File: src/verilog/uart_dma_pkg.sv
package uart_dma_pkg;

	////////////////////////////////////////////////////////////////////////////
	// Frame and transfer encodings
	////////////////////////////////////////////////////////////////////////////

	typedef enum logic [7:0] {
		CMD_ADDR  = 8'd3,
		CMD_LEN   = 8'd4,
		CMD_START = 8'd5
	} cmd_id_e;

	typedef enum logic {
		OP_WRITE = 1'b0,
		OP_READ  = 1'b1
	} dma_op_e;

	typedef enum logic [1:0] {
		PS_IDLE,
		PS_ID,
		PS_ARG,
		PS_CLOSE
	} parser_state_e;

	typedef enum logic [2:0] {
		CS_IDLE,
		CS_WR_REQ,
		CS_WR_BURST,
		CS_WR_DONE,
		CS_RD_REQ,
		CS_RD_BURST,
		CS_RD_DONE
	} ctrl_state_e;

	// One transfer handed from parser to controller
	typedef struct packed {
		dma_op_e     op;
		logic [31:0] addr;
		logic [31:0] len;
	} dma_cmd_t;

	////////////////////////////////////////////////////////////////////////////
	// DMA slave port
	////////////////////////////////////////////////////////////////////////////

	typedef struct packed {
		logic        req;
		logic [31:0] addr;
		logic [31:0] len;
		logic [31:0] data;
		logic        data_ready;
	} dma_wr_m_t;

	typedef struct packed {
		logic ack;
		logic data_req;
		logic done;
	} dma_wr_s_t;

	typedef struct packed {
		logic        req;
		logic [31:0] addr;
		logic [31:0] len;
		logic        data_ready;
	} dma_rd_m_t;

	typedef struct packed {
		logic        ack;
		logic [31:0] data;
		logic        data_valid;
		logic        done;
	} dma_rd_s_t;

endpackage
File: src/verilog/uart_dma_top.sv
`timescale 1ns/1ps

module uart_dma_top #(
	parameter int BURST_LEN = 16
) (
	input  logic                    i_sys_clk,
	input  logic                    i_axi_reset_n,
	input  logic                    i_rx_valid,
	input  logic [7:0]              i_rx_data,
	input  logic                    i_tx_busy,
	output logic                    o_tx_start,
	output logic [7:0]              o_tx_data,
	output logic                    o_busy,
	output uart_dma_pkg::dma_wr_m_t o_wr,
	input  uart_dma_pkg::dma_wr_s_t i_wr,
	output uart_dma_pkg::dma_rd_m_t o_rd,
	input  uart_dma_pkg::dma_rd_s_t i_rd
);

	localparam int CW = $clog2(2 * BURST_LEN) + 1;

	uart_dma_pkg::dma_cmd_t  cmd;
	uart_dma_pkg::dma_wr_m_t ctrl_wr;
	logic                    cmd_valid;
	logic                    wr_accept;
	logic                    rd_space_ok;
	logic [CW-1:0]           wr_count;
	logic [31:0]             wr_data;

	// Write payload comes straight from the FIFO head
	always_comb begin
		o_wr      = ctrl_wr;
		o_wr.data = wr_data;
	end

	uart_cmd_parser u_parser (
		.i_sys_clk     (i_sys_clk),
		.i_axi_reset_n (i_axi_reset_n),
		.i_rx_valid    (i_rx_valid),
		.i_rx_data     (i_rx_data),
		.i_wr_accept   (wr_accept),
		.o_cmd         (cmd),
		.o_cmd_valid   (cmd_valid)
	);

	uart_wr_buffer #(.BURST_LEN(BURST_LEN)) u_wr_buf (
		.i_sys_clk     (i_sys_clk),
		.i_axi_reset_n (i_axi_reset_n),
		.i_rx_valid    (i_rx_valid),
		.i_rx_data     (i_rx_data),
		.i_wr_accept   (wr_accept),
		.i_data_req    (i_wr.data_req),
		.o_data        (wr_data),
		.o_count       (wr_count)
	);

	uart_rd_serializer #(.BURST_LEN(BURST_LEN)) u_rd_ser (
		.i_sys_clk     (i_sys_clk),
		.i_axi_reset_n (i_axi_reset_n),
		.i_data        (i_rd.data),
		.i_data_valid  (i_rd.data_valid),
		.i_tx_busy     (i_tx_busy),
		.o_tx_start    (o_tx_start),
		.o_tx_data     (o_tx_data),
		.o_space_ok    (rd_space_ok)
	);

	dma_ctrl #(.BURST_LEN(BURST_LEN)) u_ctrl (
		.i_sys_clk     (i_sys_clk),
		.i_axi_reset_n (i_axi_reset_n),
		.i_cmd         (cmd),
		.i_cmd_valid   (cmd_valid),
		.i_wr_count    (wr_count),
		.i_rd_space_ok (rd_space_ok),
		.o_wr_accept   (wr_accept),
		.o_busy        (o_busy),
		.o_wr          (ctrl_wr),
		.i_wr          (i_wr),
		.o_rd          (o_rd),
		.i_rd          (i_rd)
	);

endmodule

File: src/verilog/dma_ctrl.sv
`timescale 1ns/1ps

module dma_ctrl #(
	parameter int BURST_LEN = 16
) (
	input  logic                         i_sys_clk,
	input  logic                         i_axi_reset_n,
	input  uart_dma_pkg::dma_cmd_t       i_cmd,
	input  logic                         i_cmd_valid,
	input  logic [$clog2(2*BURST_LEN):0] i_wr_count,
	input  logic                         i_rd_space_ok,
	output logic                         o_wr_accept,
	output logic                         o_busy,
	output uart_dma_pkg::dma_wr_m_t      o_wr,
	input  uart_dma_pkg::dma_wr_s_t      i_wr,
	output uart_dma_pkg::dma_rd_m_t      o_rd,
	input  uart_dma_pkg::dma_rd_s_t      i_rd
);

	uart_dma_pkg::ctrl_state_e state;
	uart_dma_pkg::dma_cmd_t    cmd_q;
	logic [31:0]               remain_q;
	logic                      wr_phase;
	logic                      rd_phase;
	logic [31:0]               wr_avail;
	logic [31:0]               wr_left;
	logic [31:0]               wr_need;
	logic [31:0]               wr_owed;

	assign wr_phase = state inside {uart_dma_pkg::CS_WR_REQ, uart_dma_pkg::CS_WR_BURST,
		uart_dma_pkg::CS_WR_DONE};
	assign rd_phase = state inside {uart_dma_pkg::CS_RD_REQ, uart_dma_pkg::CS_RD_BURST,
		uart_dma_pkg::CS_RD_DONE};
	assign o_busy   = (state != uart_dma_pkg::CS_IDLE);

	////////////////////////////////////////////////////////////////////////////
	// Burst readiness
	////////////////////////////////////////////////////////////////////////////

	// A pull in flight this cycle is already spoken for
	assign wr_avail = 32'(i_wr_count) - 32'(i_wr.data_req);
	assign wr_left  = remain_q - 32'(i_wr.data_req);
	assign wr_need  = (wr_left < 32'(BURST_LEN)) ? wr_left : 32'(BURST_LEN);

	// Words the UART has yet to deliver
	assign wr_owed     = remain_q - 32'(i_wr_count);
	assign o_wr_accept = wr_phase && (wr_owed != 32'd0);

	always_comb begin
		o_wr            = '0;
		o_wr.req        = (state == uart_dma_pkg::CS_WR_REQ);
		o_wr.addr       = cmd_q.addr;
		o_wr.len        = cmd_q.len;
		o_wr.data_ready = wr_phase && (wr_avail >= wr_need);
	end

	always_comb begin
		o_rd.req        = (state == uart_dma_pkg::CS_RD_REQ);
		o_rd.addr       = cmd_q.addr;
		o_rd.len        = cmd_q.len;
		o_rd.data_ready = rd_phase && i_rd_space_ok;
	end

	////////////////////////////////////////////////////////////////////////////
	// Transfer FSM
	////////////////////////////////////////////////////////////////////////////

	always_ff @(posedge i_sys_clk) begin
		if (!i_axi_reset_n) begin
			state    <= uart_dma_pkg::CS_IDLE;
			remain_q <= 32'd0;
		end else begin
			if ((wr_phase && i_wr.data_req) || (rd_phase && i_rd.data_valid))
				remain_q <= remain_q - 32'd1;
			case (state)
				uart_dma_pkg::CS_IDLE: begin
					// Commands while busy are dropped
					if (i_cmd_valid) begin
						remain_q <= i_cmd.len;
						state    <= (i_cmd.op == uart_dma_pkg::OP_READ) ?
							uart_dma_pkg::CS_RD_REQ : uart_dma_pkg::CS_WR_REQ;
					end
				end
				uart_dma_pkg::CS_WR_REQ: begin
					if (i_wr.ack)
						state <= uart_dma_pkg::CS_WR_BURST;
				end
				uart_dma_pkg::CS_WR_BURST: begin
					if (i_wr.done)
						state <= uart_dma_pkg::CS_IDLE;
					else if (remain_q == 32'd0)
						state <= uart_dma_pkg::CS_WR_DONE;
				end
				uart_dma_pkg::CS_WR_DONE: begin
					if (i_wr.done)
						state <= uart_dma_pkg::CS_IDLE;
				end
				uart_dma_pkg::CS_RD_REQ: begin
					if (i_rd.ack)
						state <= uart_dma_pkg::CS_RD_BURST;
				end
				uart_dma_pkg::CS_RD_BURST: begin
					if (i_rd.done)
						state <= uart_dma_pkg::CS_IDLE;
					else if (remain_q == 32'd0)
						state <= uart_dma_pkg::CS_RD_DONE;
				end
				uart_dma_pkg::CS_RD_DONE: begin
					if (i_rd.done)
						state <= uart_dma_pkg::CS_IDLE;
				end
				default: state <= uart_dma_pkg::CS_IDLE;
			endcase
		end
	end

	always_ff @(posedge i_sys_clk) begin
		if ((state == uart_dma_pkg::CS_IDLE) && i_cmd_valid)
			cmd_q <= i_cmd;
	end

	// Request and its address hold until the slave answers
	assert property (@(posedge i_sys_clk) disable iff (!i_axi_reset_n)
		(o_wr.req && !i_wr.ack) |=> (o_wr.req && $stable(o_wr.addr) && $stable(o_wr.len)));
	assert property (@(posedge i_sys_clk) disable iff (!i_axi_reset_n)
		(o_rd.req && !i_rd.ack) |=> (o_rd.req && $stable(o_rd.addr) && $stable(o_rd.len)));

endmodule

File: src/verilog/uart_rd_serializer.sv
`timescale 1ns/1ps

module uart_rd_serializer #(
	parameter int BURST_LEN = 16
) (
	input  logic        i_sys_clk,
	input  logic        i_axi_reset_n,
	input  logic [31:0] i_data,
	input  logic        i_data_valid,
	input  logic        i_tx_busy,
	output logic        o_tx_start,
	output logic [7:0]  o_tx_data,
	output logic        o_space_ok
);

	localparam int DEPTH = 2 * BURST_LEN;
	localparam int AW    = $clog2(DEPTH);

	logic [31:0]   mem [DEPTH];
	logic [AW-1:0] wr_ptr;
	logic [AW-1:0] rd_ptr;
	logic [AW:0]   count;
	logic [31:0]   word_q;
	logic [1:0]    byte_idx;
	logic          have_word;
	logic          gap_q;
	logic          load;

	// Take the next word once the previous one is fully sent
	assign load = !have_word && (count != '0);

	// gap_q leaves the transmitter one cycle to raise busy
	assign o_tx_start = have_word && !gap_q && !i_tx_busy;
	assign o_tx_data  = word_q[31:24];

	// A word arriving this cycle already takes its slot
	assign o_space_ok = (32'(count) + 32'(i_data_valid)) <= 32'(DEPTH - BURST_LEN);

	always_ff @(posedge i_sys_clk) begin
		if (!i_axi_reset_n) begin
			wr_ptr    <= '0;
			rd_ptr    <= '0;
			count     <= '0;
			byte_idx  <= 2'd0;
			have_word <= 1'b0;
			gap_q     <= 1'b0;
		end else begin
			gap_q <= o_tx_start;
			if (i_data_valid)
				wr_ptr <= (wr_ptr == AW'(DEPTH - 1)) ? '0 : wr_ptr + 1'b1;
			if (load) begin
				rd_ptr    <= (rd_ptr == AW'(DEPTH - 1)) ? '0 : rd_ptr + 1'b1;
				have_word <= 1'b1;
				byte_idx  <= 2'd0;
			end else if (o_tx_start) begin
				byte_idx <= byte_idx + 2'd1;
				if (byte_idx == 2'd3)
					have_word <= 1'b0;
			end
			case ({i_data_valid, load})
				2'b10:   count <= count + 1'b1;
				2'b01:   count <= count - 1'b1;
				default: count <= count;
			endcase
		end
	end

	// Word storage and output shifter
	always_ff @(posedge i_sys_clk) begin
		if (i_data_valid)
			mem[wr_ptr] <= i_data;
		if (load)
			word_q <= mem[rd_ptr];
		else if (o_tx_start)
			word_q <= {word_q[23:0], 8'h00};
	end

	// Slave must hold off new bursts while space is short
	assert property (@(posedge i_sys_clk) disable iff (!i_axi_reset_n)
		i_data_valid |-> (count < DEPTH));

endmodule

File: src/verilog/uart_wr_buffer.sv
`timescale 1ns/1ps

module uart_wr_buffer #(
	parameter int BURST_LEN = 16
) (
	input  logic                          i_sys_clk,
	input  logic                          i_axi_reset_n,
	input  logic                          i_rx_valid,
	input  logic [7:0]                    i_rx_data,
	input  logic                          i_wr_accept,
	input  logic                          i_data_req,
	output logic [31:0]                   o_data,
	output logic [$clog2(2*BURST_LEN):0]  o_count
);

	localparam int DEPTH = 2 * BURST_LEN;
	localparam int AW    = $clog2(DEPTH);

	logic [31:0]   mem [DEPTH];
	logic [AW-1:0] wr_ptr;
	logic [AW-1:0] rd_ptr;
	logic [1:0]    byte_cnt;
	logic [23:0]   pack_q;
	logic          push;

	////////////////////////////////////////////////////////////////////////////
	// Byte packing, most significant byte first
	////////////////////////////////////////////////////////////////////////////

	assign push = i_rx_valid && i_wr_accept && (byte_cnt == 2'd3);

	always_ff @(posedge i_sys_clk) begin
		if (!i_axi_reset_n)
			byte_cnt <= 2'd0;
		else if (!i_wr_accept)
			byte_cnt <= 2'd0;
		else if (i_rx_valid)
			byte_cnt <= byte_cnt + 2'd1;
	end

	always_ff @(posedge i_sys_clk) begin
		if (i_rx_valid && i_wr_accept)
			pack_q <= {pack_q[15:0], i_rx_data};
		if (push)
			mem[wr_ptr] <= {pack_q, i_rx_data};
	end

	////////////////////////////////////////////////////////////////////////////
	// Word FIFO towards the DMA slave
	////////////////////////////////////////////////////////////////////////////

	// Head word is visible before the slave pulls it
	assign o_data = mem[rd_ptr];

	always_ff @(posedge i_sys_clk) begin
		if (!i_axi_reset_n) begin
			wr_ptr  <= '0;
			rd_ptr  <= '0;
			o_count <= '0;
		end else begin
			if (push)
				wr_ptr <= (wr_ptr == AW'(DEPTH - 1)) ? '0 : wr_ptr + 1'b1;
			if (i_data_req)
				rd_ptr <= (rd_ptr == AW'(DEPTH - 1)) ? '0 : rd_ptr + 1'b1;
			case ({push, i_data_req})
				2'b10:   o_count <= o_count + 1'b1;
				2'b01:   o_count <= o_count - 1'b1;
				default: o_count <= o_count;
			endcase
		end
	end

	// More bytes than len words would overrun the queue
	assert property (@(posedge i_sys_clk) disable iff (!i_axi_reset_n)
		push |-> (o_count < DEPTH));

	// Slave pulls only what data_ready promised
	assert property (@(posedge i_sys_clk) disable iff (!i_axi_reset_n)
		i_data_req |-> (o_count != '0));

endmodule

File: src/verilog/uart_cmd_parser.sv
`timescale 1ns/1ps

module uart_cmd_parser (
	input  logic                   i_sys_clk,
	input  logic                   i_axi_reset_n,
	input  logic                   i_rx_valid,
	input  logic [7:0]             i_rx_data,
	input  logic                   i_wr_accept,
	output uart_dma_pkg::dma_cmd_t o_cmd,
	output logic                   o_cmd_valid
);

	// Braces around each frame
	localparam logic [7:0] FRAME_OPEN  = 8'h7b;
	localparam logic [7:0] FRAME_CLOSE = 8'h7d;

	uart_dma_pkg::parser_state_e state;
	logic [7:0]                  id_q;
	logic [31:0]                 arg_q;
	logic [1:0]                  arg_cnt;
	logic [31:0]                 addr_q;
	logic [31:0]                 len_q;
	logic                        rx_take;
	logic                        frame_end;
	logic                        start_hit;

	// Write payload belongs to the write buffer
	assign rx_take   = i_rx_valid && !i_wr_accept;
	assign frame_end = rx_take && (state == uart_dma_pkg::PS_CLOSE) &&
		(i_rx_data == FRAME_CLOSE);
	assign start_hit = frame_end && (id_q == uart_dma_pkg::CMD_START) && arg_q[0];

	always_ff @(posedge i_sys_clk) begin
		if (!i_axi_reset_n) begin
			state       <= uart_dma_pkg::PS_IDLE;
			arg_cnt     <= 2'd0;
			addr_q      <= 32'd0;
			len_q       <= 32'd0;
			o_cmd_valid <= 1'b0;
		end else begin
			o_cmd_valid <= start_hit;
			if (rx_take) begin
				case (state)
					uart_dma_pkg::PS_IDLE: begin
						if (i_rx_data == FRAME_OPEN)
							state <= uart_dma_pkg::PS_ID;
					end
					uart_dma_pkg::PS_ID: begin
						arg_cnt <= 2'd0;
						state   <= uart_dma_pkg::PS_ARG;
					end
					uart_dma_pkg::PS_ARG: begin
						arg_cnt <= arg_cnt + 2'd1;
						if (arg_cnt == 2'd3)
							state <= uart_dma_pkg::PS_CLOSE;
					end
					uart_dma_pkg::PS_CLOSE: begin
						// Bad closing byte or unknown id drops the frame
						state <= uart_dma_pkg::PS_IDLE;
						if (frame_end) begin
							case (id_q)
								uart_dma_pkg::CMD_ADDR: addr_q <= arg_q;
								uart_dma_pkg::CMD_LEN:  len_q  <= arg_q;
								default: ;
							endcase
						end
					end
					default: state <= uart_dma_pkg::PS_IDLE;
				endcase
			end
		end
	end

	// Id and argument shift register
	always_ff @(posedge i_sys_clk) begin
		if (rx_take && (state == uart_dma_pkg::PS_ID))
			id_q <= i_rx_data;
		if (rx_take && (state == uart_dma_pkg::PS_ARG))
			arg_q <= {arg_q[23:0], i_rx_data};
		if (start_hit) begin
			o_cmd.op   <= arg_q[1] ? uart_dma_pkg::OP_READ : uart_dma_pkg::OP_WRITE;
			o_cmd.addr <= addr_q;
			o_cmd.len  <= len_q;
		end
	end

	// No start frame can complete while write payload is flowing
	assert property (@(posedge i_sys_clk) disable iff (!i_axi_reset_n)
		o_cmd_valid |-> !i_wr_accept);

endmodule

File: config.mk
export PLATFORM = sky130hd
export DESIGN_NAME = uart_dma_top
export DESIGN_NICKNAME = d
export VERILOG_FILES = /design/src/verilog/uart_dma_pkg.sv /design/src/verilog/uart_dma_top.sv /design/src/verilog/dma_ctrl.sv /design/src/verilog/uart_rd_serializer.sv /design/src/verilog/uart_wr_buffer.sv /design/src/verilog/uart_cmd_parser.sv
export SDC_FILE = /design/constraint.sdc
export NUM_CORES = 2
export LEC_CHECK = 0
export BUFFER_PORTS_ARGS = -buffer_cell sky130_fd_sc_hd__buf_2
export CORE_MARGIN = 3
export CORE_UTILIZATION = 40
export DETAILED_ROUTE_END_ITERATION = 10
export PLACE_DENSITY_LB_ADDON = 0.3
export SLEW_MARGIN = 25
export SYNTH_ARGS = -nofsm -noshare
export SYNTH_HDL_FRONTEND = slang
export SYNTH_SLANG_ARGS = --single-unit
export TNS_END_PERCENT = 20
File: constraint.sdc
create_clock -name i_sys_clk -period 9.3 [get_ports i_sys_clk]
set_input_delay 1.86 -clock i_sys_clk [delete_from_list [all_inputs] [get_ports i_sys_clk]]
set_output_delay 1.86 -clock i_sys_clk [all_outputs]
set_load 0.1 [all_outputs]
; ---- Word level (Yosys, flattened, before mapping)
; Memories as Yosys holds them, arrays and structs flattened. A register that Yosys moved wholly into a read port is not among the register bits.
; Cells that the tools add are included.
[totals]
ff_bits = 367
ram_bits = 2048
in_bits = 50
out_inout_bits = 174
elab_cells = 165
n_memories = 2
[op_classes]
n_addsub = 16
n_lt_le_gt_ge = 3
eq_ne = 34
n_mux = 39
n_bitwise = 1
reduce_logical = 44
[mem_list]
columns = memory, words, word_bits, read_ports, rd_clocked_by_memory_dff, wr, line_no
row1 = u_rd_ser.mem, 32, 32, 1, 1, 1, uart_rd_serializer.sv:19  ; logic [31:0] mem [DEPTH];
row2 = u_wr_buf.mem, 32, 32, 1, 1, 1, uart_wr_buffer.sv:19  ; logic [31:0] mem [DEPTH];
[op_table]
columns = op, count
row1 = 32-bit two-way mux, 6
row2 = 5-bit two-way mux, 8
row3 = 32-bit greater-or-equal comparator, 1
row4 = "32-bit by 5-bit less-or-equal comparator with 1-bit output, second input constant", 1
row5 = 32-bit zero test, 1
row6 = "32-bit by 5-bit less-than comparator with 1-bit output, second input constant", 1
row7 = 32-bit nonzero test, 1
row8 = 32-bit by 1-bit subtractor with 32-bit output, 1
row9 = "32-bit by 1-bit subtractor with 32-bit output, second input constant", 1
row10 = 32-bit by 6-bit subtractor with 32-bit output, 1
row11 = 3-bit two-way mux, 10
row12 = 6-bit case mux with 2 select lines, 2
row13 = 3-bit case mux with 7 select lines, 1
row14 = "5-bit by 1-bit adder with 5-bit output, second input constant", 4
row15 = "5-bit equality test, second input constant", 4
row16 = 1-bit logical AND, 18
row17 = "8-bit by 3-bit equality test with 1-bit output, second input constant", 2
row18 = "8-bit by 7-bit equality test with 1-bit output, second input constant", 2
row19 = "2-bit equality test, second input constant", 7
row20 = "6-bit by 1-bit adder with 6-bit output, second input constant", 2
row21 = "6-bit by 1-bit subtractor with 6-bit output, second input constant", 2
row22 = 2-bit nonzero test, 5
row23 = "3-bit equality test, second input constant", 3
row24 = 3-bit nonzero test, 3
row25 = 25 further kinds, 50

; ---- Logic depth before layout (Yosys ltp)
[depth]
ltp_word = 9
mapped_depth = 22
ltp_nobuf = 20

; ---- By module
; Synthesis repeated with hierarchy kept, for this count alone.
[unflattened]
cells_unflattened = 4926
area_unflattened_um2 = 95756.8
[modules_own_cells]
columns = mod, instances, cells_per_inst, area_each_um2, seq_area_each_um2
row1 = uart_rd_serializer, 1, 2218, 42523.3, 32210.9
row2 = uart_wr_buffer, 1, 1647, 40810.4, 31930.6
row3 = dma_ctrl, 1, 669, 6456.2, 2622.5
row4 = uart_cmd_parser, 1, 392, 5967.0, 4534.3

; ---- Least setup slack after synthesis
; No wires, ideal clock.
[synth_path]
path_type = input to output
startpoint = in i_wr[1] (netlist bit)
endpoint = out o_wr[0] (netlist bit)
arrival_ps = 7150
required_time_ps = 7440
setup_slack_ps = 290
cell_stages = 11
path_buffers = 0
cell_sequence = ha_1 -> ha_1 -> nand3_1 -> nor3_1 -> ha_1 -> a21o_1 -> a21o_1 -> a21oi_1 -> a2111oi_0 -> a21oi_1 -> o21ai_0
[synth_lines]
columns = element, line_no
row1 = from (decl), uart_dma_top.sv:15  ; input uart_dma_pkg::dma_wr_s_t i_wr,
row2 = to (decl), uart_dma_top.sv:14  ; output uart_dma_pkg::dma_wr_m_t o_wr,

==> results.rst <==
.. list-table::
   :header-rows: 1

   * - Metric
     - Value
   * - Overall via count from detail_route
     - 45100
   * - Clk pin slew, worst setup/hold paths
     - 0.06 ns
   * - Worst endpoint required time
     - ~7.4 ns
   * - Post-cts hold buffer count
     - 0
   * - Fraction of synthesis flops using an asynchronous set or reset pin
     - 0
   * - Ratio of cells with drive above 1 in the final layout
     - 0.296
   * - Minimum clock period
     - between 7 and 8 ns
   * - Initial antenna violation count
     - 21
   * - Number of iterations in the first detailed-routing pass
     - 5
   * - Num rows
     - 177
   * - Wire length of the first global-routing pass
     - roughly 330000 um
   * - Leading cell type by number of instances after synthesis
     - sky130_fd_sc_hd__edfxtp_1
   * - Pwr/cell area
     - 250 nW/um2
   * - Congestion Overflow GR
     - 0
   * - CTS max path bufs
     - 3
   * - Share of the synthesized area in the top cell type
     - 0.725
   * - Avg Synthesized Cell Area
     - 21.2 um2
   * - Skew-Pair Late Insertion Delay
     - roughly 0.9 ns
   * - Vias in the first global route
     - roughly 46000
   * - F_max
     - around 130 MHz
   * - DRC viols
     - 0
   * - Summed instance area of the synthesized netlist
     - 94200 um2
   * - Overall die width
     - ~500 um
   * - Via density
     - about 5.6
   * - Clock root cell
     - sky130_fd_sc_hd__clkbuf_16
   * - Standard cell core area
     - ~230000 um2
   * - CTS buffer count
     - 238
   * - Syn-to-layout area delta
     - 13.7%
   * - Final period utilization
     - 0.835
   * - Rel. slew slack
     - 0.316
   * - Finished layout cell area
     - 107000 um2
   * - Arrival time reported for the critical path endpoint
     - 5.90 ns
   * - Number of warnings printed during yosys synthesis
     - 0
   * - CTS HTree Levels
     - 4
   * - Critical path fanouts, max
     - 10
   * - Setup slack at placement
     - 1.55 ns
   * - Portion of the post-synthesis area used by sequential elements
     - 0.757
   * - Placed insts
     - 7620
   * - Pin count of the biggest net entering global routing
     - 140
   * - Initial cell density of the core
     - 0.404
   * - Total wirelength of the detailed-routed design
     - 227000 um
   * - Dominant synthesized flop cell
     - sky130_fd_sc_hd__edfxtp_1
   * - Synthesized instance count
     - approximately 4400
   * - Crit path kind
     - in2out
   * - Dominant cell type by area after synthesis
     - sky130_fd_sc_hd__edfxtp_1
   * - Final-report hold violation count
     - 0
   * - Setup bufs post-CTS
     - 0
   * - Detailed placement HPWL
     - 118000 um
   * - Buffers on Ports
     - 223
   * - Count of antenna-violating nets left after detailed routing
     - 0
   * - Ranking of synthesized cells by instance count
     - sky130_fd_sc_hd__edfxtp_1 (2273), sky130_fd_sc_hd__mux4_2 (640), sky130_fd_sc_hd__nor2_1 (190)
   * - Final Max Slew Viols
     - 0
   * - Total Routing Usage GR
     - 0.186
   * - Post-Route Setup TNS
     - 0 ns
   * - Number of clock sinks seen by CTS
     - 2425
   * - Placer Congestion
     - 0.859
   * - Element type at the critical path start
     - input pin
   * - Worst Clk Skew
     - 0.0907 ns
   * - Die area
     - 241000 um2
   * - Average detailed-routed wire length per instance
     - 28.1 um
   * - Max rail drop VDD
     - 0.000237 V
   * - Post-synth EDFFs
     - 2273
   * - Max-capacitance violation count
     - 0
   * - Final-stage net count
     - roughly 4900
   * - Actual transition at the worst max-transition pin
     - around 1.0 ns
   * - Die height
     - 491 um
   * - Final worst-path setup slack
     - 1.54 ns
   * - 1st-iter DRT viols
     - 4831
   * - Sort of element at the end of the critical path
     - output pin
   * - Worst min-delay path class
     - reg2reg
   * - Layout Cells excl Fill
     - 8084
   * - Setup repair after global routing missed its margin
     - false
   * - Static leakage
     - around 33 nW
   * - Area contributors post-synth
     - sky130_fd_sc_hd__edfxtp_1 (72%), sky130_fd_sc_hd__mux4_2 (15%), sky130_fd_sc_hd__dfxtp_1 (3.2%)
   * - Seq cells post-synth
     - about 2400
   * - Status
     - finished clean
   * - Filler cells
     - 19500
   * - Setup violators final
     - 0
   * - CTS tree
     - yes
   * - Top Ports
     - about 220
   * - Post-CTS sizing
     - 0
   * - Cell area after placement
     - 99100 um2
   * - Number of distinct library cells after synthesis
     - 76
[metrics by stage]
stage / total power [mW] / hold slack, ns / util
2_1_floorplan: 16.2 / 0.400 / -
3_3_place_gp: 17.4 / 0.401 / 0.424
6_report: 26.8 / 0.377 / 0.459
4_1_cts: 27.0 / 0.378 / 0.458
3_5_place_dp: 17.5 / 0.405 / 0.424
5_1_grt: 27.8 / 0.383 / 0.459
[cells in the final DEF (no fill, tap or decap), drive strengths merged, types with 32 or more instances in the layout]
cell,instances
edfxtp,2273
mux4,640
buf,340
clkbuf,286
nor2,190
dfxtp,152
clkinv,118
a21oi,83
nand2,82
o21ai,80
ha,77
mux2i,76
nand3,51
inv,45
and3,43
mux2,32
[worst max-delay path: stages]
cell	delay, ns
sky130_fd_sc_hd__buf_2	0.22
sky130_fd_sc_hd__ha_1	0.21
sky130_fd_sc_hd__nand2b_1	0.12
sky130_fd_sc_hd__nor4_1	0.28
sky130_fd_sc_hd__xor2_1	0.11
sky130_fd_sc_hd__nor4_1	0.34
sky130_fd_sc_hd__nand3_1	0.12
sky130_fd_sc_hd__a2111oi_0	0.31
sky130_fd_sc_hd__nand4_1	0.33
sky130_fd_sc_hd__or2_2	0.37
sky130_fd_sc_hd__ha_1	0.28
sky130_fd_sc_hd__a21o_1	0.16
sky130_fd_sc_hd__a21o_1	0.17
sky130_fd_sc_hd__a21o_1	0.17
sky130_fd_sc_hd__a21oi_1	0.15
sky130_fd_sc_hd__o211ai_1	0.09
sky130_fd_sc_hd__a21oi_1	0.18
sky130_fd_sc_hd__o21ai_0	0.12
sky130_fd_sc_hd__buf_2	0.30
[cell type report]
type / count / area (um2) / area share
antenna: 8 / 20.0 / 0.000187
tap: 3132 / 3920 / 0.0366
clock buffer: 286 / 6180 / 0.0577
inverter: 39 / 149 / 0.00139
multi-input combinational: 1696 / 21700 / 0.203
timing repair buffer: 340 / 2180 / 0.0203
sequential: 2425 / 71300 / 0.666
clock inverter: 158 / 1630 / 0.0153
[state kept, by name, summed over array words and instances, names as in the netlist, 5 cells and up, named ones only]
| register | count |
|---|---|
| u_ctrl.o_rd | 64 |
| u_ctrl.remain_q | 32 |
| u_parser.addr_q | 32 |
| u_parser.arg_q | 32 |
| u_parser.id_q | 8 |
| u_parser.len_q | 32 |
| u_parser.o_cmd | 65 |
| u_rd_ser.count | 6 |
| u_rd_ser.mem | 1024 |
| u_rd_ser.rd_ptr | 5 |
| u_rd_ser.word_q | 32 |
| u_rd_ser.wr_ptr | 5 |
| u_wr_buf.mem | 1024 |
| u_wr_buf.o_count | 6 |
| u_wr_buf.pack_q | 24 |
| u_wr_buf.rd_ptr | 5 |
| u_wr_buf.wr_ptr | 5 |
[final timing paths]
kind,from,endpoint,slack [ns],depth (start not counted)
min,u_parser.o_cmd[49],u_ctrl.o_rd[50],0.38,0
max,i_wr[1],o_wr[0],1.54,19
min reg2reg,u_parser.o_cmd[49],u_ctrl.o_rd[50],0.38,0
max reg2reg,u_wr_buf.o_count[5],u_wr_buf.o_count[5],4.13,19
[logic make-up (layout without fill, tap and decap cells)]
family / after synthesis / after routing / synth area share
simple gates: 520 / 520 / 0.0276
flops: 2425 / 2425 / 0.757
xor+xnor: 58 / 58 / 0.00539
other cells: 1 / 35 / 0.0000398
compound gates: 264 / 264 / 0.0174
buf+inv: 343 / 823 / 0.0173
fa+ha+maj: 79 / 79 / 0.0107
mux: 748 / 748 / 0.165
[power by group]
group          switching [mW]  total (mW)  internal [mW]
registers               0.400        12.7           12.3
clock network            4.17        9.56           5.39
logic                    2.64        4.54           1.90
total                    7.20        26.8           19.6
[per-layer routing]
layer	track usage	wire, um	up-vias
met5	0	110	-
met4	0.0425	4450	16
met3	0.0330	14800	316
met2	0.305	112000	1588
met1	0.262	95600	24300
li1	-	-	18900
Power figures use the tool's default switching activity.
